File: src/cadr_mem_pkg.sv
// Widths, map field positions, micro-operation codes and sequencer states
package cadr_mem_pkg;

   ////////////////////
   // Widths
   ////////////////////

   typedef logic [31:0] vaddr_t;
   typedef logic [31:0] word_t;
   typedef logic [21:0] paddr_t;
   typedef logic [4:0]  l1_entry_t;
   typedef logic [23:0] l2_entry_t;

   // Level-1 index is VMA 23:13, level-2 index is l1 entry then VMA 12:8
   localparam int L1_INDEX_LO  = 13;
   localparam int L1_INDEX_W   = 11;
   localparam int L2_OFFSET_LO = 8;
   localparam int L2_INDEX_W   = $bits(l1_entry_t) + (L1_INDEX_LO - L2_OFFSET_LO);

   typedef logic [L1_INDEX_W-1:0] l1_index_t;
   typedef logic [L2_INDEX_W-1:0] l2_index_t;

   // Level-2 entry fields
   localparam int L2_RD_BIT = 23;
   localparam int L2_WR_BIT = 22;
   localparam int PAGE_W    = 14;

   // VMA bits that pick the map level on a map write
   localparam int MAPWR_L1_BIT = 26;
   localparam int MAPWR_L2_BIT = 25;

   ////////////////////
   // Codes
   ////////////////////

   // Same encoding as ir[20:19]
   typedef enum logic [1:0] {
      MEMOP_NONE  = 2'b00,
      MEMOP_READ  = 2'b01,
      MEMOP_WRITE = 2'b10,
      MEMOP_MAPWR = 2'b11
   } memop_t;

   typedef enum logic [1:0] {
      DEST_NONE = 2'b00,
      DEST_VMA  = 2'b01,
      DEST_MDR  = 2'b10
   } dest_t;

   typedef enum logic [1:0] {
      SRC_NONE = 2'b00,
      SRC_MAP  = 2'b01,
      SRC_MD   = 2'b10
   } src_t;

   typedef enum logic [2:0] {
      ST_IDLE    = 3'd0,
      ST_DECODE  = 3'd1,
      ST_READ    = 3'd2,
      ST_WRITE   = 3'd3,
      ST_MMU     = 3'd4,
      ST_WAIT_RD = 3'd5
   } cyc_state_t;

endpackage

File: src/vma_md_regs.sv
// VMA and MD registers with load source selection
module vma_md_regs (
   input  logic                 clk,
   input  logic                 rst_n,
   input  logic                 vma_load,
   input  logic                 md_load,
   input  logic                 load_md_mem,
   input  cadr_mem_pkg::word_t  uop_data,
   input  cadr_mem_pkg::word_t  mem_rdata,
   output cadr_mem_pkg::vaddr_t vma,
   output cadr_mem_pkg::word_t  md
);
   import cadr_mem_pkg::*;

   word_t md_next;
   logic  md_en;

   // Memory read data wins over micro-operation data
   assign md_next = load_md_mem ? mem_rdata : uop_data;
   assign md_en   = load_md_mem || md_load;

   always_ff @(posedge clk or negedge rst_n) begin
      if (!rst_n) begin
         vma <= '0;
      end else if (vma_load) begin
         vma <= vaddr_t'(uop_data);
      end
   end

   always_ff @(posedge clk or negedge rst_n) begin
      if (!rst_n) begin
         md <= '0;
      end else if (md_en) begin
         md <= md_next;
      end
   end

endmodule

File: config.mk
export PLATFORM = sky130hd
export DESIGN_NAME = vma_md_regs
export DESIGN_NICKNAME = d
export VERILOG_FILES = /design/src/cadr_mem_pkg.sv /design/src/vma_md_regs.sv
export SDC_FILE = /design/constraint.sdc
export NUM_CORES = 1
export LEC_CHECK = 0
export BUFFER_PORTS_ARGS = -buffer_cell sky130_fd_sc_hd__buf_2
export CAP_MARGIN = 20
export CORE_MARGIN = 2
export CORE_UTILIZATION = 50
export CTS_CLUSTER_DIAMETER = 200
export DETAILED_ROUTE_END_ITERATION = 8
export PLACE_DENSITY = 0.85
export SETUP_SLACK_MARGIN = 0.1
export SLEW_MARGIN = 20
export SYNTH_ARGS = -nofsm -noshare
export SYNTH_HDL_FRONTEND = slang
export SYNTH_SLANG_ARGS = --single-unit
File: constraint.sdc
create_clock -name clk -period 1.3 [get_ports clk]
set_clock_uncertainty 0.1 [all_clocks]
set_input_delay 0.13 -clock clk [delete_from_list [all_inputs] [get_ports clk]]
set_output_delay 0.13 -clock clk [all_outputs]
set_load 0.02 [all_outputs]
* After elaboration in Yosys (flattened, before gate mapping)
Cells that the tools add are included.
** Operators by class
- Add/sub/neg operators :: 0
- Multipliers :: 0
- Divide/modulo/power cells :: 0
- Order comparisons :: 0
- Equality and inequality tests :: 0
- Shift operators :: 0
- Mux-type cells :: 1
- Bitwise operators :: 0
- Reduce and logical (&&, ||, !) cells :: 1
** Operators by type and width (number)
- 32-bit two-way mux :: 1
- 1-bit logical OR :: 1
** Word-level totals
- Register bits :: 64
- Latch bits :: 0
- Memory bits (writable) :: 0
- Bits in read-only memories :: 0
- Logic and storage cells :: 4
- Memories :: 0

* Longest topological paths before layout
- Depth after elaboration :: 1
- Gate-level depth with buffers :: 4

* Least setup slack after synthesis
Ideal clock, no wire load.
- Path type :: reg-to-reg
- Start point :: register vma[10] (netlist name)
- End point :: register vma[10]
- Library setup time :: 0.125 ns
- Arrival time :: 0.710 ns
- Data required time :: 1.075 ns
- Slack :: 0.365 ns
- Cell stages (with the launch flop) :: 2
- Path buffers :: 0
- Period minus slack after synthesis :: 0.935 ns
- Cells stage by stage :: dfrtp_1 -> mux2_4
** RTL lines
- to (signal assigned) :: RTL line vma_md_regs.sv:26 : vma <= vaddr_t'(uop_data);
- to (decl) :: RTL line vma_md_regs.sv:10 : output cadr_mem_pkg::vaddr_t vma,

* Worst setup path in the final report
- Start point :: register md[10]
- End point :: output md[10]
** RTL lines
- from (decl) :: RTL line vma_md_regs.sv:11 : output cadr_mem_pkg::word_t md
- from (signal assigned) :: RTL line vma_md_regs.sv:34 : md <= md_next;
No word-level cell between the ends.

==> results.py <==
metrics = {
    "outcome": {
        "status": "finished, final reports clean",
    },
    "finish": {
        "syn_to_final_growth_pct": 51.97,
        "layout.nets": 475,
        "stdcell_area_mm2": 0.004343,
        "n_antenna_cell": 0,
        "drive_gt1_share_pct": 44.77,
    },
    "setup_path": {
        "cp.buffers_inverters": 1,
        "cp_data_required_time_ps": 1070,
        "worstPathMaxFanout": 2,
        "ff2ff_setup_slack_ps": 400,
        "path_cells": "buf_2",
        "arrival_ps": 890,
        "slowest_stage": "dfrtp_1",
        "cpPeakStageDelay_ps": 400,
        "path_delay_family": "flip-flops",
        "end_kind": "output port",
        "startpoint_type": "flop",
        "crit_type": "flop to output port",
    },
    "clocking": {
        "ctsHtreeMaxLevel": 3,
        "cts_buffers": 9,
        "cts_hold_buffers": 65,
        "cts_resized": 0,
        "root_buffer": "clkbuf_8",
        "cts_sinks": 64,
        "insertion_delay_ps": 320,
        "clk_pin_slew_ps": 70,
        "clk_path_buf_depth": 2,
        "post_cts_buffers": 0,
        "cts_tree": "built",
    },
    "die": {
        "io_pins": 133,
        "core-area_mm2": 0.005507,
        "fp.dieH_um": 79.60,
        "row_count": 27,
        "die_x_um": 79.60,
        "start_util_pct": 51.90,
        "dieArea_mm2": 0.006336,
    },
    "global_routing": {
        "grt_overflow": 0,
        "grt_pass1_vias": 2569,
        "antenna_found_initial": 0,
        "grt_usage_pct": 25.98,
        "grt_start_max_net_pins": 65,
        "grt_pass1_wl_um": 12190,
    },
    "placement": {
        "placed_area_mm2": 0.003512,
        "pre_cts_ws_ps": 207.4,
        "port_buffers": 132,
        "gp_congestion": 0.7582,
        "place_hpwl_um": 4415,
    },
    "route": {
        "viasPerCell": 4.928,
        "vias": 2380,
        "wl_per_cell_um": 16.24,
        "drt-initial-drc-count": 105,
        "ant_nets": 0,
        "drc": 0,
        "wirelength_um": 7846,
        "first_pass_iters": 4,
    },
    "timing": {
        "fmax_ghz": 0.8924,
        "setup_viol": 0,
        "post-route-min-period_ps": 1121,
        "worst_slew_pin_slew_ps": 340.7,
        "worst_hold_slack_ps": 212.4,
        "slew_viol_final": 0,
        "fin_crit_sh_pct": 86.20,
        "hold_violations": 0,
        "rsz0062_at_grt": "no",
        "finalSetupTns_ps": 0,
        "layout_setup_ws_ps": 179.4,
        "maxSlewHeadroom_pct": 77.29,
    },
    "synth": {
        "yosys_warnings": 0,
        "synth_top_area_share_pct": 56.04,
        "synth_most_common_cell": "dfrtp_1",
        "async_flop_share_pct": 100.0,
        "synth_area_mm2": 0.002858,
        "synth_top_flop_cell": "dfrtp_1",
        "syn-instance-count": 207,
        "syn_nets": 276,
        "synth_commonest_cells": "64 x dfrtp_1, 32 x mux2i_1, 32 x nand2_1",
        "ys_seq_area_share_pct": 56.04,
        "synthAdderAreaFrac_pct": 0,
        "yosysTopAreaCell": "dfrtp_1",
        "synthTopCellsByArea": "dfrtp_1 56%, mux2_4 16%, mux2i_1 11%",
        "synthMuxAreaShare_pct": 27.76,
        "synth-xor-area-share_pct": 0,
        "ys_types": 13,
        "synthSimpleGateAreaFrac_pct": 4.203,
        "ys_ff_latch": 64,
        "synth_edf_count": 0,
        "synth_compound_area_share_pct": 5.736,
        "synth_top_family_by_area": "multiplexers",
        "synth_area_per_cell_um2": 13.81,
    },
    "power_and_ir_drop": {
        "power_density_mw_per_mm2": 1169,
        "finalPower_mw": 5.077,
        "p_leak_nw": 2.253,
        "vdd_ir_drop_max_mv": 0.7107,
    },
    "worst_hold_path": {
        "min_path_type": "input pin to flop",
    },
    "job": {
        "drv_cap": 0,
    },
}
==> metal layers <==
layer	track usage (%)	up-vias	routed length [um]
met5	0	-	0
met4	14.14	0	274
met3	6.109	28	429
met2	46.89	101	4081
met1	27.80	1136	3060
li1	-	1115	-
==> through the flow <==
stage / utilization [%] / std cells
6_report: 78.87 / 483
4_1_cts: 78.87 / 483
5_1_grt: 78.87 / 483
3_5_place_dp: 63.78 / 402
3_3_place_gp: 63.78 / 402
2_1_floorplan: - / 207
==> tightest hold or removal path, cell delays in order <==
cell	delay, ps
buf_2	100
buf_4	220
nand2_1	90
o21ai_1	50
==> flip-flops by register name, summed over array words and instances (netlist names) <==
name,flops
md,32
vma,32
==> power breakdown <==
group | leakage, nW | internal [mW] | switching [mW]
clock | 0.0941 | 0.878 | 0.691
combinational | 1.40 | 0.585 | 0.629
sequential | 0.760 | 2.18 | 0.109
total | 2.25 | 3.65 | 1.43
==> layout make-up <==
cell class                      instances  area (um^2)
Sequential cell                        64         1602
Clock buffer                           12        135.1
Clock inverter                          4        45.04
Tap cell                               72        90.09
Timing Repair Buffer                  203         1394
Multi-Input combinational cell        128         1077
Fill cell                             324         1164
==> worst paths after layout <==
check,startpoint,cells past startpoint,end
max,md[10],1,md[10]
max in group asynchronous,rst_n,3,md[21]
max reg2reg,md[6],2,md[6]
min,load_md_mem,4,md[7]
min reg2reg,vma[0],1,vma[0]
min in group asynchronous,rst_n,3,md[30]
==> logic make-up (layout without fill, tap and decap cells) <==
family	after synthesis	count (layout)
DFF	64	64
AOI/OAI and AO/OA	32	32
and+or+nand+nor	32	32
buffers and inverters	15	219
muxes	64	64
==> placed cells by master, fill, tap and decap left out <==
cell / instances
o21ai_2: 1
nand2_1: 32
dfrtp_1: 64
buf_4: 3
o21ai_0: 2
clkbuf_8: 9
clkinv_2: 3
buf_12: 3
mux2_4: 30
buf_2: 132
mux2_2: 2
clkbuf_1: 3
o21ai_1: 29
bufinv_16: 1
mux2i_1: 32
dlygate4sd3_1: 65
(Power assumes the default switching activity.)
