### src/cadr_mem_pkg.sv
// Widths, map field positions, micro-operation codes and sequencer states
package cadr_mem_pkg;

   ////////////////////
   // Widths
   ////////////////////

   typedef logic [31:0] vaddr_t;
   typedef logic [31:0] word_t;
   typedef logic [21:0] paddr_t;
   typedef logic [4:0]  l1_entry_t;
   typedef logic [23:0] l2_entry_t;

   // Level-1 index is VMA 23:13, level-2 index is l1 entry then VMA 12:8
   localparam int L1_INDEX_LO  = 13;
   localparam int L1_INDEX_W   = 11;
   localparam int L2_OFFSET_LO = 8;
   localparam int L2_INDEX_W   = $bits(l1_entry_t) + (L1_INDEX_LO - L2_OFFSET_LO);

   typedef logic [L1_INDEX_W-1:0] l1_index_t;
   typedef logic [L2_INDEX_W-1:0] l2_index_t;

   // Level-2 entry fields
   localparam int L2_RD_BIT = 23;
   localparam int L2_WR_BIT = 22;
   localparam int PAGE_W    = 14;

   // VMA bits that pick the map level on a map write
   localparam int MAPWR_L1_BIT = 26;
   localparam int MAPWR_L2_BIT = 25;

   ////////////////////
   // Codes
   ////////////////////

   // Same encoding as ir[20:19]
   typedef enum logic [1:0] {
      MEMOP_NONE  = 2'b00,
      MEMOP_READ  = 2'b01,
      MEMOP_WRITE = 2'b10,
      MEMOP_MAPWR = 2'b11
   } memop_t;

   typedef enum logic [1:0] {
      DEST_NONE = 2'b00,
      DEST_VMA  = 2'b01,
      DEST_MDR  = 2'b10
   } dest_t;

   typedef enum logic [1:0] {
      SRC_NONE = 2'b00,
      SRC_MAP  = 2'b01,
      SRC_MD   = 2'b10
   } src_t;

   typedef enum logic [2:0] {
      ST_IDLE    = 3'd0,
      ST_DECODE  = 3'd1,
      ST_READ    = 3'd2,
      ST_WRITE   = 3'd3,
      ST_MMU     = 3'd4,
      ST_WAIT_RD = 3'd5
   } cyc_state_t;

endpackage

### src/cycle_seq.sv
// Machine cycle FSM with memory request, read response wait and timeout
module cycle_seq #(
   parameter int MEM_TIMEOUT_CYCLES = 64
) (
   input  logic                     clk,
   input  logic                     rst_n,
   input  logic                     uop_valid,
   output logic                     uop_ready,
   input  logic                     mem_start,
   input  logic                     mem_we_req,
   input  logic                     access_ok,
   output logic                     mem_valid,
   input  logic                     mem_ready,
   input  logic                     mem_rvalid,
   output cadr_mem_pkg::cyc_state_t state,
   output logic                     load_md_mem,
   output logic                     res_valid,
   output logic                     res_fault
);
   import cadr_mem_pkg::*;

   localparam int CNT_W = $clog2(MEM_TIMEOUT_CYCLES + 1);

   cyc_state_t       next_state;
   logic [CNT_W-1:0] wait_cnt;
   logic             waiting;
   logic             timeout;
   logic             done;
   logic             fault;

   assign uop_ready = (state == ST_IDLE);

   // Request goes out only for an allowed access
   assign mem_valid   = (state == ST_MMU) && mem_start && access_ok;
   assign load_md_mem = (state == ST_WAIT_RD) && mem_rvalid;

   assign waiting = (mem_valid && !mem_ready) || ((state == ST_WAIT_RD) && !mem_rvalid);
   assign timeout = (wait_cnt == CNT_W'(MEM_TIMEOUT_CYCLES));

   ////////////////////
   // Next state
   ////////////////////

   always_comb begin
      next_state = state;
      done       = 1'b0;
      fault      = 1'b0;
      case (state)
         ST_IDLE: begin
            if (uop_valid) begin
               next_state = ST_DECODE;
            end
         end
         ST_DECODE: next_state = ST_READ;
         ST_READ:   next_state = ST_WRITE;
         ST_WRITE:  next_state = ST_MMU;
         ST_MMU: begin
            if (!mem_start) begin
               done = 1'b1;
            end else if (!access_ok) begin
               done  = 1'b1;
               fault = 1'b1;
            end else if (mem_ready) begin
               if (mem_we_req) begin
                  done = 1'b1;
               end else begin
                  next_state = ST_WAIT_RD;
               end
            end else if (timeout) begin
               done  = 1'b1;
               fault = 1'b1;
            end
         end
         ST_WAIT_RD: begin
            if (mem_rvalid) begin
               done = 1'b1;
            end else if (timeout) begin
               done  = 1'b1;
               fault = 1'b1;
            end
         end
         default: next_state = ST_IDLE;
      endcase
      if (done) begin
         next_state = ST_IDLE;
      end
   end

   ////////////////////
   // State and result
   ////////////////////

   always_ff @(posedge clk or negedge rst_n) begin
      if (!rst_n) begin
         state     <= ST_IDLE;
         wait_cnt  <= '0;
         res_valid <= 1'b0;
         res_fault <= 1'b0;
      end else begin
         state     <= next_state;
         res_valid <= done;
         res_fault <= fault;
         // Each wait is bounded on its own
         if (waiting && !timeout) begin
            wait_cnt <= wait_cnt + 1'b1;
         end else begin
            wait_cnt <= '0;
         end
      end
   end

endmodule

### config.mk
export PLATFORM = sky130hd
export DESIGN_NAME = cycle_seq
export DESIGN_NICKNAME = d
export VERILOG_FILES = /design/src/cadr_mem_pkg.sv /design/src/cycle_seq.sv
export SDC_FILE = /design/constraint.sdc
export NUM_CORES = 1
export LEC_CHECK = 0
export BUFFER_PORTS_ARGS = -buffer_cell sky130_fd_sc_hd__clkbuf_2
export CORE_MARGIN = 3
export CORE_UTILIZATION = 42
export DETAILED_ROUTE_END_ITERATION = 8
export PLACE_DENSITY = 0.66
export SYNTH_ARGS = -nofsm -noshare
export SYNTH_HDL_FRONTEND = slang
export SYNTH_SLANG_ARGS = --single-unit
### constraint.sdc
create_clock -name clk -period 2.7 [get_ports clk]
set_input_delay 0.27 -clock clk [delete_from_list [all_inputs] [get_ports clk]]
set_output_delay 0.27 -clock clk [all_outputs]
set_load 0.1 [all_outputs]
### Word level (Yosys, flattened, before mapping)

Index checks and enable logic that the tools add are counted.

* add/subtract/negate cells: 1
* equality and inequality tests: 12
* muxes and demuxes: 20
* reduce and logical (&&, ||, !) cells: 12

Operators by type and width (number)
* $mux W3: 6
* $pmux W3 S6: 1
* $ne A3 B3 Y1 const B: 4
* $mux W1: 10
* $add A7 B1 Y7 const B: 1
* $eq A7 B7 Y1 const B: 1
* $mux W7: 1
* $eq A3 B2 Y1 const B: 2
* $eq A3 B3 Y1 const B: 2
* $logic_and A1 B1 Y1: 6
* $reduce_and A6 Y1: 1
* $pmux W1 S2: 2
* $eq A3 B1 Y1 const B: 1
* $logic_not A1 Y1: 3
* $logic_not A3 Y1: 1
* $ne A3 B2 Y1 const B: 1
* $ne A2 B2 Y1 const B: 1
* $logic_or A1 B1 Y1: 1

* register bits: 12
* input bits: 8
* output and inout port bits: 8
* logic and storage cells: 49

### Depth between registers and ports, before layout

Gate-level depths: netlist of run 1.

* word-level depth: 8
* depth in mapped cells: 5
* depth with buffers taken out: 5

### Least setup slack after synthesis of run 1

OpenSTA, ideal clock, no wires.

* path type: register to output
* start: register state[0]
* end: output port uop_ready
* data arrival time: 3074 ps
* required time: 2430 ps
* setup slack: -644 ps
* cell stages (with the launch flop): 3
* path buffers: 1
* cells stage by stage: dfrtp_1 > buf_2 > nor3_1

* word-level cells in the longest chain between the ends: 1

RTL lines
* from (decl): RTL line cycle_seq.sv:15 `output cadr_mem_pkg::cyc_state_t state,`
* from (signal assigned): RTL line cycle_seq.sv:100 `state <= next_state;`
* $logic_not A3 Y1: RTL line cycle_seq.sv:31 `assign uop_ready = (state == ST_IDLE);`
* to (decl): RTL line cycle_seq.sv:8 `output logic uop_ready,`

No other way between the ends.

### Worst setup path in the final report of run 1

* start: register state[0]
* end: output port mem_valid

* word-level cells in the longest chain between the ends: 3

RTL lines
* $eq A3 B3 Y1: RTL line cycle_seq.sv:34 `assign mem_valid = (state == ST_MMU) && mem_start && access_ok;`
* $logic_and A1 B1 Y1 (2 in a row): RTL line cycle_seq.sv:34
* to (decl): RTL line cycle_seq.sv:12 `output logic mem_valid,`

No other way between the ends.

==> results of run 1 <==
==> cells in the mapped netlist (all sizes together) <==
cell type,count
nor3,1
nor4,1
nor2b,2
o32a,1
nand2,1
and3,2
a21oi,3
inv,5
xnor2,4
o211ai,1
a31oi,1
a211o,1
xor2,2
dfrtp,12
ha,2
nand2b,1
nand4,1
nand3,3
nand4b,1
nor2,13
buf,1
a221oi,1
nand3b,2
==> per-stage QoR <==
| stage | instance area, sq um | total power [mW] |
|---|---|---|
| after global routing | 766 | 0.859 |
| after floorplan | 631 | 0.609 |
| final | 766 | 0.816 |
| after CTS | 766 | 0.827 |
| after detailed placement | 719 | 0.676 |
| after global placement | 719 | 0.671 |
==> power breakdown <==
group          total [mW]  leakage, nW  switching, mW  internal, mW
clock network       0.144       0.0210         0.0617        0.0819
registers           0.252        0.163         0.0460         0.206
logic               0.420        0.176          0.339        0.0812
total               0.816        0.360          0.446         0.370
==> area by class of cell <==
type	count	area share
inverters	5	0.0245
clock buffers	4	0.0474
multi-input cells	44	0.400
flip-flops and latches	12	0.392
well taps	15	0.0245
repair buffers	16	0.111
==> state kept, by name, summed over array words and instances (netlist names) <==
signal,cells
state,3
wait_cnt,7
res_fault,1
res_valid,1
==> kinds of logic (layout without fill, tap and decap cells) <==
family / count (synthesis) / count (layout)
buffers and inverters: 6 / 25
AOI/OAI and AO/OA: 8 / 8
and+or+nand+nor: 28 / 28
DFF: 12 / 12
xor gates and xnor gates: 6 / 6
adders and majority gates: 2 / 2
==> metal layers <==
| metal | global-route usage | vias up | share of wire |
|---|---|---|---|
| met1 | 0.209 | 228 | 0.48 |
| met2 | 0.223 | 7 | 0.48 |
| met3 | 0.0244 | 2 | 0.036 |
| li1 | - | 249 | - |
| met4 | 0.0904 | 0 | 0.0068 |
| met5 | 0 | - | 0 |
==> timing repair <==
item	in CTS	in global routing
setup buffers	0	0
hold endpoints to repair	12	0
hold buffers	1	0
==> worst reg2reg max path, stage by stage, from the launching register on <==
cell	delay, ns
dfrtp_1	0.44
nor4_4	0.33
nand4b_1	0.20
a221oi_2	0.36
nor2_1	0.10
==> worst max path at each step <==
stage	endpoint	slack (ns)	cells after the start
final	mem_valid	0.81	3
after global routing	mem_valid	0.72	3
after CTS	mem_valid	0.79	3
after detailed placement	mem_valid	1.10	3
after global placement	mem_valid	1.16	3
after floorplan	uop_ready	0.22	2
==> summary.txt, run 1 <==
Synth warnings - 0
Finish-stage setup viols - 0
GR Util All Layers - 0.152
Final Hold Fails - 0
flop2flop setup slack - 1.15 ns
Detailed Routing Iterations Pass 1 - 4
Fmax - 529 MHz
WHS Endpoint - res_fault
Tmin final - 1.89 ns
Netlist cell types - 24
Final HPWL DP - 899 microns
pre-CTS setup slack - 1.10 ns
Worst setup SP type - flip-flop
syn nets - 72
Worst R2R Start - wait_cnt[5]
Layout area overhead - 22.9%
post-synthesis sequential area ratio - 0.482
Min Hold Slack - 0.321 ns
initial antenna violation count - 0
Antenna Cells - 0
Util after Layout - 0.567
site row count - 13
Die H - 44.5 microns
Cells after DPL - 91
routed length per instance - 12.3 microns
Clk pin slew, worst setup/hold paths - 0.08 ns
vias per std cell - 5.06
fin nets - 92
crit path DAT - 1.62 ns
largest net degree at the start of global routing - 13
leading cell type in the layout, fill and taps excluded - clkbuf_2
Post-Synth Simple-Gate Area - 0.249
P_leak - 0.360 nW
maximum vdd drop - 0.814 mV
Synth Area in Compound Gates - 0.106
die width - 44.5 microns
global route total overflow - 0
Register Area - 300 sq um
Worst path slowest cell - dfrtp_1
Area contributors post-synth - dfrtp_1 48%, nor2_1 7.8%, xnor2_1 5.6%
critical path buffer and inverter count - 1
Worst slew margin - 0.615
total die area - 1980 sq um
number of remaining DRC errors - 0
area leader, netlist - dfrtp_1
IO Count - 16
PD cells - 1070 nW/um^2
RSZ-0062 raised after global routing - no
drt initial violations - 8
critical path launch point - state[0]
Synth Area in XOR/XNOR - 0.0843
routed wire length - 1180 microns
share of layout cells above drive strength 1 - 0.296
CTS tree - done
CORE AREA - 1350 sq um
top-area cell type share of the netlist area - 0.482
hold_sp - access_ok
vias - 486
Cell Chain, Critical Path - nand3b_1 > nor2_2 > clkbuf_2
Crit Path Category - reg2out
reg2reg end - state[0]
Finished Layout Cells - 96
kind of end point of the critical path - primary output
largest family of logic cells by synthesized area - simple AND/OR/NAND/NOR gates
critical path's top delay family - flip-flops
Num CTS Buffers - 3
initial core utilization - 0.462
Setup TNS - 0 ns
Clock Tree Buf Depth - 2
vias in the first global route - 507
Post-Synth Adder-Cell Area - 0.0402
CTS Root Cell - clkbuf_4
outcome - finished clean
IO buf count - 15
first-pass GRT wire length - 2210 microns
Setup WS post-layout - 0.808 ns
Multi-input gate area - 307 sq um
cts repair resizes - 0
fin. max-slew vios - 0
CP max FO - 10
post-synthesis mux area share - 0
H-tree depth - 1
period utilization - 0.701
Post-Syn Area per Cell - 10.0 sq um
gp weighted congestion - 0.744
worst-margin pin slew - 0.575 ns
most frequent cells in the layout - 15 x clkbuf_2, 12 x nor2_1, 12 x dfrtp_1, 5 x inv_1, 4 x xnor2_1
clock skew after layout - 0.0115 ns
Max Cap Viol - 0
critical path's largest stage delay - 0.49 ns
synthesis-stage register bit count - 12
Routed Antenna Nets - 0
Sink Count - 12
Syn Inst Count - 62
Worst-Skew Late Latency - 0.28 ns
Min-Delay Path Depth - 3
R2R depth - 4
Syn Std Cell Area - 623 sq um
worst hold path type - in2reg
Critical Path RT - 2.43 ns
Fillers - 122
(Power assumes the default switching activity.)
==> run 2: changes to the inputs <==
==> constraint.sdc (replaced) <==
create_clock -name clk -period 1.9 [get_ports clk]
set_input_delay 0.19 -clock clk [delete_from_list [all_inputs] [get_ports clk]]
set_output_delay 0.19 -clock clk [all_outputs]
set_load 0.1 [all_outputs]
==> summary.txt, run 2 (synthesis gave the netlist of run 1 again) <==
number of remaining DRC errors - 0
most frequent cells in the layout - 15 x clkbuf_2, 12 x nor2_1, 9 x dfrtp_1, 5 x inv_1, 4 x xnor2_1
Fmax - 549 MHz
outcome - finished clean
die width - 44.5 microns
Setup TNS - 0 ns
routed length per instance - 12.5 microns
RSZ-0062 raised after global routing - no
crit path DAT - 1.63 ns
share of layout cells above drive strength 1 - 0.354
drt initial violations - 21
Antenna Cells - 0
site row count - 13
worst hold path type - in2reg
Crit Path Category - reg2out
Util after Layout - 0.585
Clk pin slew, worst setup/hold paths - 0.09 ns
IO buf count - 15
fin. max-slew vios - 0
Worst setup SP type - flip-flop
Worst slew margin - 0.640
gp weighted congestion - 0.707
Finish-stage setup viols - 0
Post-CTS Setup Repair Bufs - 0
Num CTS Buffers - 3
pre-CTS setup slack - 0.383 ns
fin nets - 93
Setup WS post-layout - 0.0783 ns
initial core utilization - 0.462
Worst R2R Start - wait_cnt[5]
vias - 512
first-pass GRT wire length - 1980 microns
kind of end point of the critical path - primary output
CTS tree - done
GR Util All Layers - 0.142
Final Hold Fails - 0
PD cells - 1510 nW/um^2
Final HPWL DP - 881 microns
Die H - 44.5 microns
clock skew after layout - 0.00691 ns
critical path launch point - state[1]
max reg flops - 7
maximum vdd drop - 0.939 mV
Sink Count - 12
Routed Antenna Nets - 0
Tmin final - 1.82 ns
CP max FO - 7
Layout area overhead - 26.7%
cts repair resizes - 0
P_leak - 0.361 nW
routed wire length - 1210 microns
Worst path slowest cell - dfrtp_2
leading cell type in the layout, fill and taps excluded - clkbuf_2
Detailed Routing Iterations Pass 1 - 4
worst-margin pin slew - 0.542 ns
total die area - 1980 sq um
largest registers - wait_cnt (7), state (3)
Clock Tree Buf Depth - 2
global route total overflow - 0
largest net degree at the start of global routing - 13
IO Count - 16
period utilization - 0.959
initial antenna violation count - 0
CORE AREA - 1350 sq um
critical path's largest stage delay - 0.47 ns
Pwr Total - 1.19 mW
register with the most flip-flops - wait_cnt
H-tree depth - 1
CTS Root Cell - clkbuf_4
vias in the first global route - 461
vias per std cell - 5.28
hold_sp - mem_start
Cell Chain, Critical Path - nand2b_1 > nor2_4 > clkbuf_2
Critical Path RT - 1.71 ns
Max Cap Viol - 0
Worst-Skew Late Latency - 0.28 ns
==> run 2: cell count changes in the layout (fill, tap and decap cells not counted), sizes merged <==
cell / delta
buf: +1
==> run 2: power breakdown <==
| part | leakage [nW] | internal, mW | switching [mW] |
|---|---|---|---|
| clock network | 0.0210 | 0.117 | 0.0943 |
| registers | 0.159 | 0.299 | 0.0754 |
| logic | 0.181 | 0.126 | 0.482 |
==> run 2: path summary, 6_finish.rpt <==
kind	slack [ns]	cells after the start	endpoint
max	0.08	3	mem_valid
min reg2reg	0.48	1	wait_cnt[0]
max in group asynchronous	1.32	2	state[1]
min in group asynchronous	0.32	2	wait_cnt[2]
max reg2reg	0.41	4	state[0]
min	0.23	4	res_fault
==> run 2: timing repair <==
action | CTS | global route
setup endpoints to repair | 0 | 0
hold buffers | 1 | 0
hold endpoints to repair | 12 | 0
==> run 2: per-stage QoR <==
stage | hold slack, ns | instances | instance area [sq um]
6_report | 0.231 | 97 | 790
5_1_grt | 0.241 | 97 | 790
4_1_cts | 0.227 | 97 | 790
3_5_place_dp | 0.0933 | 92 | 743
3_3_place_gp | 0.0893 | 92 | 743
2_1_floorplan | -0.106 | 62 | 647
==> run 2: area by class of cell <==
| cell class | count | area [sq um] |
|---|---|---|
| clock buffers | 4 | 36.3 |
| well taps | 15 | 18.8 |
| multi-input cells | 44 | 319 |
| repair buffers | 17 | 92.6 |
| fillers | 115 | 561 |
| flip-flops and latches | 12 | 304 |
| inverters | 5 | 18.8 |
==> run 2: critical path: cells and delay by family, from the launching register on <==
kind | cells | cell delay [ns]
AND/OR/NAND/NOR | 2 | 0.43
flip-flops | 1 | 0.47
buffers and inverters | 1 | 0.45
==> run 2: routing by layer <==
layer  track usage  share of wire  vias up
met4        0.0361         0.0058        0
met3        0.0732          0.054        2
met1         0.194           0.49      241
met2         0.195           0.45       15
met5             0              0        -
li1              -              -      254
