==> config.mk <==
export PLATFORM = sky130hd
export DESIGN_NAME = vma_md_ctl_flat
export DESIGN_NICKNAME = d
export VERILOG_FILES = /design/src/cadr_mem_pkg.sv /design/src/map_if.sv /design/src/vma_md_ctl.sv /design/src/flat_wrapper.sv
export SDC_FILE = /design/constraint.sdc
export NUM_CORES = 1
export LEC_CHECK = 0
export ABC_AREA = 1
export BUFFER_PORTS_ARGS = -buffer_cell sky130_fd_sc_hd__buf_2
export CAP_MARGIN = 10
export CORE_AREA = 4 4 41 43
export DETAILED_ROUTE_END_ITERATION = 10
export DIE_AREA = 0 0 45 47
export SYNTH_ARGS = -nofsm -noshare
export SYNTH_HDL_FRONTEND = slang
export SYNTH_SLANG_ARGS = --single-unit
==> constraint.sdc <==
create_clock -name vclk -period 1.51
set_clock_uncertainty 0.1 [all_clocks]
set_input_delay 0.151 -clock vclk [all_inputs]
set_output_delay 0.151 -clock vclk [all_outputs]
set_load 0.01 [all_outputs]
==> src/cadr_mem_pkg.sv <==
// Widths, map field positions, micro-operation codes and sequencer states
package cadr_mem_pkg;

   ////////////////////
   // Widths
   ////////////////////

   typedef logic [31:0] vaddr_t;
   typedef logic [31:0] word_t;
   typedef logic [21:0] paddr_t;
   typedef logic [4:0]  l1_entry_t;
   typedef logic [23:0] l2_entry_t;

   // Level-1 index is VMA 23:13, level-2 index is l1 entry then VMA 12:8
   localparam int L1_INDEX_LO  = 13;
   localparam int L1_INDEX_W   = 11;
   localparam int L2_OFFSET_LO = 8;
   localparam int L2_INDEX_W   = $bits(l1_entry_t) + (L1_INDEX_LO - L2_OFFSET_LO);

   typedef logic [L1_INDEX_W-1:0] l1_index_t;
   typedef logic [L2_INDEX_W-1:0] l2_index_t;

   // Level-2 entry fields
   localparam int L2_RD_BIT = 23;
   localparam int L2_WR_BIT = 22;
   localparam int PAGE_W    = 14;

   // VMA bits that pick the map level on a map write
   localparam int MAPWR_L1_BIT = 26;
   localparam int MAPWR_L2_BIT = 25;

   ////////////////////
   // Codes
   ////////////////////

   // Same encoding as ir[20:19]
   typedef enum logic [1:0] {
      MEMOP_NONE  = 2'b00,
      MEMOP_READ  = 2'b01,
      MEMOP_WRITE = 2'b10,
      MEMOP_MAPWR = 2'b11
   } memop_t;

   typedef enum logic [1:0] {
      DEST_NONE = 2'b00,
      DEST_VMA  = 2'b01,
      DEST_MDR  = 2'b10
   } dest_t;

   typedef enum logic [1:0] {
      SRC_NONE = 2'b00,
      SRC_MAP  = 2'b01,
      SRC_MD   = 2'b10
   } src_t;

   typedef enum logic [2:0] {
      ST_IDLE    = 3'd0,
      ST_DECODE  = 3'd1,
      ST_READ    = 3'd2,
      ST_WRITE   = 3'd3,
      ST_MMU     = 3'd4,
      ST_WAIT_RD = 3'd5
   } cyc_state_t;

endpackage

==> src/map_if.sv <==
// Map strobe, write data and read-back bundle between control and map
interface map_if;
   import cadr_mem_pkg::*;

   // Read and write strobes per level
   logic vm0rp;
   logic vm0wp;
   logic vm1rp;
   logic vm1wp;

   // Write data comes from MD
   word_t wdata;

   // Registered read results
   l1_entry_t l1_q;
   l2_entry_t l2_q;

   modport ctl (
      output vm0rp, vm0wp, vm1rp, vm1wp
   );

   modport map (
      input  vm0rp, vm0wp, vm1rp, vm1wp, wdata,
      output l1_q, l2_q
   );

endinterface

==> src/vma_md_ctl.sv <==
// VMA and MD control decode with map strobes and memory start
module vma_md_ctl (
   input  cadr_mem_pkg::cyc_state_t state,
   input  cadr_mem_pkg::dest_t      uop_dest,
   input  cadr_mem_pkg::src_t       uop_src,
   input  cadr_mem_pkg::memop_t     uop_memop,
   input  cadr_mem_pkg::vaddr_t     vma,
   map_if.ctl                       map,
   output logic                     vma_load,
   output logic                     md_load,
   output logic                     mem_start,
   output logic                     mem_we_req
);
   import cadr_mem_pkg::*;

   logic state_decode;
   logic state_read;
   logic state_write;
   logic state_mmu;
   logic destmem;
   logic destvma;
   logic destmdr;
   logic srcmap;
   logic wmap;
   logic memwr;
   logic memrd;
   logic memprepare;

   assign state_decode = (state == ST_DECODE);
   assign state_read   = (state == ST_READ);
   assign state_write  = (state == ST_WRITE);
   assign state_mmu    = (state == ST_MMU);

   // Either register destination counts as a memory destination
   assign destvma = (uop_dest == DEST_VMA);
   assign destmdr = (uop_dest == DEST_MDR);
   assign destmem = destvma || destmdr;
   assign srcmap  = (uop_src == SRC_MAP);

   // Memory operation enables
   always_comb begin
      {wmap, memwr, memrd} = 3'b000;
      if (destmem) begin
         case (uop_memop)
            MEMOP_READ:  memrd = 1'b1;
            MEMOP_WRITE: memwr = 1'b1;
            MEMOP_MAPWR: wmap  = 1'b1;
            default:     {wmap, memwr, memrd} = 3'b000;
         endcase
      end
   end

   assign memprepare = memrd || memwr;
   assign mem_start  = memprepare;
   assign mem_we_req = memwr;

   ////////////////////
   // Map strobes
   ////////////////////

   // Early read for a map source, normal read ahead of translation
   assign map.vm0rp = (state_decode && srcmap) || (state_write && (wmap || memprepare));
   assign map.vm1rp = (state_read && srcmap) || (state_mmu && mem_start);

   assign map.vm0wp = wmap && vma[MAPWR_L1_BIT] && state_write;
   assign map.vm1wp = wmap && vma[MAPWR_L2_BIT] && state_mmu;

   // Register loads at the end of decode
   assign vma_load = state_decode && destvma;
   // Memory only loads MD in the read wait, never during decode
   assign md_load  = state_decode && destmdr;

endmodule

==> src/flat_wrapper.sv <==
// flat-port wrapper written by rule: the top's interface ports become plain ports
module vma_md_ctl_flat import cadr_mem_pkg::*;
  (state, uop_dest, uop_src, uop_memop, vma, vma_load, md_load, mem_start, mem_we_req, map_vm0rp, map_vm0wp, map_vm1rp, map_vm1wp);
  map_if map_i ();
  input  cadr_mem_pkg::cyc_state_t state;
  input  cadr_mem_pkg::dest_t uop_dest;
  input  cadr_mem_pkg::src_t uop_src;
  input  cadr_mem_pkg::memop_t uop_memop;
  input  cadr_mem_pkg::vaddr_t vma;
  output logic vma_load;
  output logic md_load;
  output logic mem_start;
  output logic mem_we_req;
  output wire logic [$bits(map_i.vm0rp)-1:0] map_vm0rp;
  output wire logic [$bits(map_i.vm0wp)-1:0] map_vm0wp;
  output wire logic [$bits(map_i.vm1rp)-1:0] map_vm1rp;
  output wire logic [$bits(map_i.vm1wp)-1:0] map_vm1wp;
  assign map_vm0rp = map_i.vm0rp;
  assign map_vm0wp = map_i.vm0wp;
  assign map_vm1rp = map_i.vm1rp;
  assign map_vm1wp = map_i.vm1wp;
  vma_md_ctl u_core (.state(state), .uop_dest(uop_dest), .uop_src(uop_src), .uop_memop(uop_memop), .vma(vma), .map(map_i), .vma_load(vma_load), .md_load(md_load), .mem_start(mem_start), .mem_we_req(mem_we_req));
endmodule
== Word-level counts from Yosys, hierarchy flattened ==
Index checks and enable logic that the tools add are counted.

* Equal/unequal tests: 10
* Multiplexer cells: 6
* Reductions and logical operators: 15

{| class="wikitable"
|+ Operators with widths
! cell !! count
|-
| $logic_and A1 B1 Y1 || 10
|-
| $eq A2 B1 Y1 const B || 3
|-
| $eq A2 B2 Y1 const B || 3
|-
| $eq A3 B2 Y1 const B || 2
|-
| $mux W1 || 6
|-
| $logic_or A1 B1 Y1 || 5
|-
| $eq A3 B1 Y1 const B || 1
|-
| $eq A3 B3 Y1 const B || 1
|}

* Flip-flop bits (word level): 0
* Bits of input ports: 41
* Output and inout bits: 8
* Word-level logic and storage cells: 31

== Depth between registers and ports, before layout ==
Gate-level depths: netlist (run 1).

* Depth after elaboration: 7
* Gate-level depth with buffers: 7
* Gate-level depth less buffers: 7

== Least setup slack after synthesis (run 1) ==
Ideal clock, no wire load.

* Path type: input -> output
* Start point: input uop_dest[0]
* End point: output map_vm1rp
* Arrival time: 0.902 ns
* Data required time: 1.259 ns
* Path slack: 0.357 ns
* Stages on the path: 7
* Path buffers: 0
* Cell sequence: inv_1 > ha_1 > inv_1 > nand3_1 > nand2_1 > nand2_1 > nand2_1

* Longest elaborated chain between the ends: 6
* Elaborated cells between the ends (all ways): 8
* Those cells by class: 2 x eq/ne; 2 x mux; 4 x reduce/logical

{| class="wikitable"
|+ Ends and longest elaborated chain
! what !! RTL line !! source
|-
| from (decl) || flat_wrapper.sv:6 || <nowiki>input cadr_mem_pkg::dest_t uop_dest;</nowiki>
|-
| $eq A2 B1 Y1 / $eq A2 B2 Y1 (equally long branches) || vma_md_ctl.sv:35, vma_md_ctl.sv:36 ||
|-
| $logic_or A1 B1 Y1 * || vma_md_ctl.sv:37 || <nowiki>assign destmem = destvma || destmdr;</nowiki>
|-
| $mux W1 || vma_md_ctl.sv:43 || <nowiki>if (destmem) begin</nowiki>
|-
| $logic_or A1 B1 Y1 * || vma_md_ctl.sv:53 || <nowiki>assign memprepare = memrd || memwr;</nowiki>
|-
| named net mem_start || flat_wrapper.sv:12 || <nowiki>output logic mem_start;</nowiki>
|-
| $logic_and A1 B1 Y1 * || vma_md_ctl.sv:63 || <nowiki>assign map.vm1rp = (state_read && srcmap) || (state_mmu && mem_start);</nowiki>
|-
| $logic_or A1 B1 Y1 * || vma_md_ctl.sv:63 ||
|-
| to (decl) || flat_wrapper.sv:16 || <nowiki>output wire logic [$bits(map_i.vm1rp)-1:0] map_vm1rp;</nowiki>
|}

Mark *: on every way through the listed nets, which the timed path passes. The rest lies on a longest branch.

== Final worst setup path (run 1) ==
* Start point: input uop_dest[0]
* End point: output map_vm1rp

* Longest elaborated chain between the ends: 6
* Elaborated cells between the ends (all ways): 8
* Those cells by class: 2 x eq/ne; 2 x mux; 4 x reduce/logical

{| class="wikitable"
|+ Ends and longest elaborated chain
! what !! RTL line
|-
| $eq A2 B1 Y1 / $eq A2 B2 Y1 (equally long branches) || vma_md_ctl.sv:35, vma_md_ctl.sv:36
|-
| $logic_or A1 B1 Y1 * || vma_md_ctl.sv:37
|-
| $mux W1 || vma_md_ctl.sv:43
|-
| $logic_or A1 B1 Y1 * || vma_md_ctl.sv:53
|-
| $logic_and A1 B1 Y1 * || vma_md_ctl.sv:63
|-
| $logic_or A1 B1 Y1 * || vma_md_ctl.sv:63
|}

Every way passes the cells marked *; elsewhere a longest branch is shown, timed or not.

==> results.md, run 1 <==
- Crit path max fanout: 4
- Vias: 247
- FFs & Latches: 0
- Placer congestion estimate: 0.661
- Global-route total usage across every layer: 5.27%
- Port Buffers: 19
- RSZ-0062 raised after global routing: false
- Crit path kind: in2out
- Sequential area share after synthesis: 0%
- Fmax: 752 MHz
- Grt ovf: 0
- Area share of the largest cell type after synthesis: 22.2%
- Cell variety after synth: 10
- Leak Pwr: 0.199 nW
- Cell Pwr Density: 200 mW/mm2
- CTS Hold Bufs: 0
- Required @ worst endpoint: 1.26 ns
- Core ar.: 0.00130 mm2
- Layout cell share with drive strength beyond 1: 41.5%
- Io pins: 49
- Final hold vios: 0
- Post-Syn Nets: 77
- Slew margin rel.: 87.4%
- CP Launch Point: uop_dest[0]
- Die Span Y: 47 um
- Worst vdd ir: 0.0617 mV
- Setup crit end kind: output pin
- Signal arrival time at the worst endpoint: 1.08 ns
- Worst Max-Slew Pin Slew: 0.187 ns
- First-pass GRT wire length: 876 um
- Syn Std Cell Area: 169 um2
- Gate Count Post-Synth: 34
- Leading area contributor after synthesis: inv_1
- Syn. warnings: 0
- Routed Wire Length: 535 um
- Register area: 0 um2
- DR DRC count: 0
- First DRT Iteration DRCs: 4
- Post-CTS sizing: 0
- Vias/cell: 3.63
- Largest net degree at the start of global routing: 7
- Synth-to-Final Area Change: 67.4%
- # setup viols final: 0
- TNS Setup: 0 ns
- Commonest non-fill, non-tap cells in the layout: 19 x buf_2, 10 x inv_1, 6 x nand2_1, 5 x nand3_1, 5 x nor2_1
- Startpoint Class: input pin
- Chip Width: 45 um
- Layout clock buffer count: 0
- Avg Cell Area, Syn: 4.97 um2
- Initial antenna violation count: 0
- Row cnt: 13
- Post-CTS Setup Bufs: 0
- Max Cap Viol: 0
- Slew Viols, Final: 0
- Vias in the first global route: 228
- Commonest non-fill, non-tap cell in the layout: buf_2
- Initial Util: 13.0%
- Crit path to: map_vm1rp
- WL/cell: 7.87 um
- Tcrit/Tclk final: 88.1%
- Post-route ant nets: 0
- Total Nets Final: 98
- Die ar.: 0.00212 mm2
- Tot Pwr: 56.5 uW
- Final min period: 1.33 ns
- Outcome: finished clean
- Top cells by area, synth: inv_1 22%, ha_1 15%, nand3_1 15%, nand2_1 13%, nor2_1 11%
- # diodes: 0
- DR pass1 iterations: 4
- DPL Wire Length: 485 um
- Hold Crit Class: in2out
==> worst min-delay path by stage <==
stage            start   endpoint  slack [ns]  depth (start not counted)
2_1_floorplan  vma[25]  map_vm1wp        0.30                          2
3_3_place_gp   vma[25]  map_vm1wp        0.50                          4
3_5_place_dp   vma[25]  map_vm1wp        0.50                          4
4_1_cts        vma[25]  map_vm1wp        0.50                          4
5_1_grt        vma[25]  map_vm1wp        0.54                          4
6_report       vma[25]  map_vm1wp        0.50                          4
==> through the flow <==
step,area (um2),hold slack [ns],util (%),setup WS [ns],std cells
after floorplan,169,0.299,-,0.357,34
after global placement,283,0.501,21.7,0.174,68
after detailed placement,283,0.502,21.7,0.164,68
after CTS,283,0.503,21.7,0.156,68
after global routing,283,0.543,21.7,0.0735,68
final,283,0.503,21.7,0.180,68
==> final cells by class <==
type	instances	area (um2)
Tap cell	15	18.8
Timing Repair Buffer	19	95.1
Fill cell	168	1020
Inverter	11	41.3
Multi-Input combinational cell	23	128
==> synth_stat cells, drive strengths merged <==
master	count
ha	2
nand3b	1
nor3	1
inv	11
nand4	2
nand2	6
nor2	6
nand3	5
==> kinds of logic (layout without fill, tap and decap cells) <==
| family | count (synthesis) | count (layout) | share of synthesized area (%) |
|---|---|---|---|
| adders and majority gates | 2 | 2 | 14.8 |
| buffers and inverters | 11 | 30 | 24.4 |
| and+or+nand+nor | 21 | 21 | 60.7 |
==> routing by layer <==
layer / part of all wire, % / vias to the layer above / global-route usage [%] / routed length (um)
li1: - / 142 / - / -
met1: 50 / 91 / 7.64 / 265
met2: 38 / 14 / 9.04 / 205
met3: 12 / 0 / 0.383 / 65
met4: 0 / 0 / 0 / 0
met5: 0 / - / 0 / 0
==> worst max-delay path, cell delays in order <==
cell	delay (ns)
buf_2	0.09
inv_1	0.04
ha_1	0.27
inv_1	0.11
nand3_1	0.10
nand2_1	0.09
nand2_1	0.05
nand2_1	0.05
buf_2	0.12
==> power by group <==
group	leakage [nW]	total, mW	internal [mW]	switching [mW]
clock network	0	0	0	0
registers	0	0	0	0
logic	0.199	0.0565	0.0245	0.0321
(Power assumes the default switching activity.)
==> run 2: changes to the inputs <==
--- a/config.mk
+++ b/config.mk
@@ -5,7 +5,6 @@
 export SDC_FILE = /design/constraint.sdc
 export NUM_CORES = 1
 export LEC_CHECK = 0
-export ABC_AREA = 1
 export BUFFER_PORTS_ARGS = -buffer_cell sky130_fd_sc_hd__buf_2
 export CAP_MARGIN = 10
 export CORE_AREA = 4 4 41 43
==> run 2 against run 1 <==
  * Worst hold slack worse by 0.035 ns
  * Non-clock buffer count is 3 higher
  * Clock-buffer cell count stayed put
  * Via count is 2.8% lower
  * Design area is 15% higher
  * Wire length is 4.1% higher
  * Global-route usage is 0.31 points higher
  * Maximum frequency is 10% lower
  * Synthesized cell count is 35% lower
  * Critical endpoint unchanged
  * Highest routed layer unchanged
==> results.md, run 2 <==
- Largest family of logic cells by synthesized area: simple AND/OR/NAND/NOR gates
- # diodes: 0
- Vias: 240
- Vias/cell: 4.07
- Busiest layer in global routing: met2
- Syn Std Cell Area: 149 um2
- Slowest stage cell, crit path: or4b_4
- Final hold vios: 0
- Largest net degree at the start of global routing: 9
- Commonest non-fill, non-tap cells in the layout: 17 x buf_2, 3 x nor3b_1, 3 x buf_4, 2 x inv_1, 2 x nand2_1
- Initial antenna violation count: 0
- CP top delay family: simple AND/OR/NAND/NOR gates
- Worst hold slack: 0.468 ns
- Area share of the largest cell type after synthesis: 16.8%
- Cell variety after synth: 15
- XOR/XNOR Fraction of Synth Area: 5.88%
- Max Cap Viol: 0
- Io pins: 49
- Crit path buffers/inverters: 3
- Crit path kind: in2out
- Post-route cell area: 324 um2
- Row cnt: 13
- Worst-path cell chain: buf_8, inv_4, ha_4, or4b_4, a21oi_2, buf_2
- Worst vdd ir: 0.0729 mV
- DR DRC count: 0
- Vias in the first global route: 235
- Final min period: 1.49 ns
- Top cells by area, synth: ha_1 17%, nor3b_1 15%, inv_1 7.6%, or4bb_1 7.6%, a21oi_1 6.7%
- Worst Max-Slew Pin Slew: 0.228 ns
- Fmax: 673 MHz
- Chip Width: 45 um
- Area after DPL: 285 um2
- Routed Wire Length: 557 um
- Total Nets Final: 89
- Met3 GRT Util: 0.766%
- Slew margin rel.: 84.7%
- Layout cell share with drive strength beyond 1: 61.4%
- Critical path depth in cells: 6
- Synth-to-Final Area Change: 118%
- Hold Crit Class: in2out
- Slew Viols, Final: 0
- Commonest non-fill, non-tap cell in the layout: buf_2
- First-pass GRT wire length: 959 um
- Largest stage delay on the critical path: 0.51 ns
- Gate Count Post-Synth: 22
- Synth Area in Compound Gates: 11.8%
- WL/cell: 9.44 um
- Global-route total usage across every layer: 5.59%
- DR pass1 iterations: 4
- CP Launch Point: uop_dest[0]
- Startpoint Class: input pin
- Post-placement cell count: 59
- FFs & Latches: 0
- Syn. warnings: 0
- Leading area contributor after synthesis: ha_1
- Finished Layout Cells: 59
- Die ar.: 0.00212 mm2
- Port Buffers: 19
- Initial Util: 11.4%
- Die Span Y: 47 um
- GR Util met2: 9.04%
- Outcome: finished clean
- Layout clock buffer count: 0
- Grt ovf: 0
- Post-route ant nets: 0
- Core ar.: 0.00130 mm2
- Crit path to: map_vm1rp
- Adder-Cell Fraction of Synth Area: 16.8%
- First DRT Iteration DRCs: 1
- Met1 global-route usage: 8.31%
- CTS Hold Bufs: 0
- Mux cell area share after synthesis: 0%
- Leak Pwr: 0.165 nW
- Sequential area share after synthesis: 0%
- RSZ-0062 raised after global routing: false
- # setup viols final: 0
- Crit path max fanout: 2
- Top cell types by occurrence after synthesis: 3 x inv_1, 3 x nor3b_1, 2 x a21oi_1, 2 x ha_1, 2 x nand2_1
- Required @ worst endpoint: 1.26 ns
- DPL Wire Length: 500 um
- Cell Pwr Density: 239 mW/mm2
- Post-Synth Simple-Gate Area: 58.0%
- Setup crit end kind: output pin
- Signal arrival time at the worst endpoint: 1.23 ns
- Avg Cell Area, Syn: 6.77 um2
- Post-Syn Nets: 65
- Register area: 0 um2
- Tcrit/Tclk final: 98.4%
- Placer congestion estimate: 0.747
- Fill cells: 158
## run 2: changes by cell type in the layout (fill, tap and decap cells not counted), sizes merged, moves of 2 or more
| cell | delta |
|---|---|
| inv | -8 |
| nor2 | -5 |
| nand2 | -4 |
| nand3 | -4 |
| buf | +3 |
| nor3b | +3 |
| a21oi | +2 |
| nand4 | -2 |
## run 2: per-layer routing
metal / up-vias / part of all wire, %
met5: - / 0
met4: 0 / 0
met3: 0 / 12
met2: 13 / 41
met1: 103 / 46
li1: 124 / -
## run 2: cells by family after synthesis
| logic type | Yosys count |
|---|---|
| buffers and inverters | 3 |
| xor gates and xnor gates | 1 |
| and+or+nand+nor | 13 |
| adders and majority gates | 2 |
| AOI/OAI and AO/OA | 3 |
## run 2: tightest hold or removal path: cells and delay by family
kind / cells / cell delay (ns)
compound gates: 1 / 0.03
buf+inv: 2 / 0.24
## run 2: area by class of cell
| type | count | area, um2 | area share (%) |
|---|---|---|---|
| multi-input combinational | 19 | 158 | 48.6 |
| inverter | 3 | 13.8 | 4.25 |
| tap | 15 | 18.8 | 5.79 |
| timing repair buffer | 22 | 134 | 41.3 |
## run 2: where the power goes
group,internal [mW],switching [mW]
Clock,0,0
Sequential,0,0
Combinational,0.0429,0.0345
## run 2: metrics by stage
stage          total power [mW]  utilization, %  setup slack, ns  setup TNS (ns)
2_1_floorplan            0.0268               -           0.0490               0
5_1_grt                  0.0874            24.9         0.000516               0
3_5_place_dp             0.0676            21.9           -0.101          -0.146
6_report                 0.0774            24.9           0.0242               0
3_3_place_gp             0.0663            21.9          -0.0928          -0.102
4_1_cts                  0.0751            24.0          -0.0380         -0.0380
## run 2: worst min path at each step
stage	start	endpoint	slack [ns]	cells past startpoint
finish	state[0]	map_vm1rp	0.47	3
global route	state[0]	map_vm1rp	0.48	3
CTS	state[0]	map_vm1rp	0.47	3
detailed placement	state[0]	map_vm1rp	0.47	3
global placement	state[0]	map_vm1rp	0.47	3
floorplan	state[0]	map_vm1rp	0.25	1
## run 2: what timing repair did
item / 4_1_cts / 5_1_grt
resized for setup: 6 / 3
pin swaps: 3 / 2
buffers inserted: 0 / 0
endpoints found under the setup margin: 2 / 1
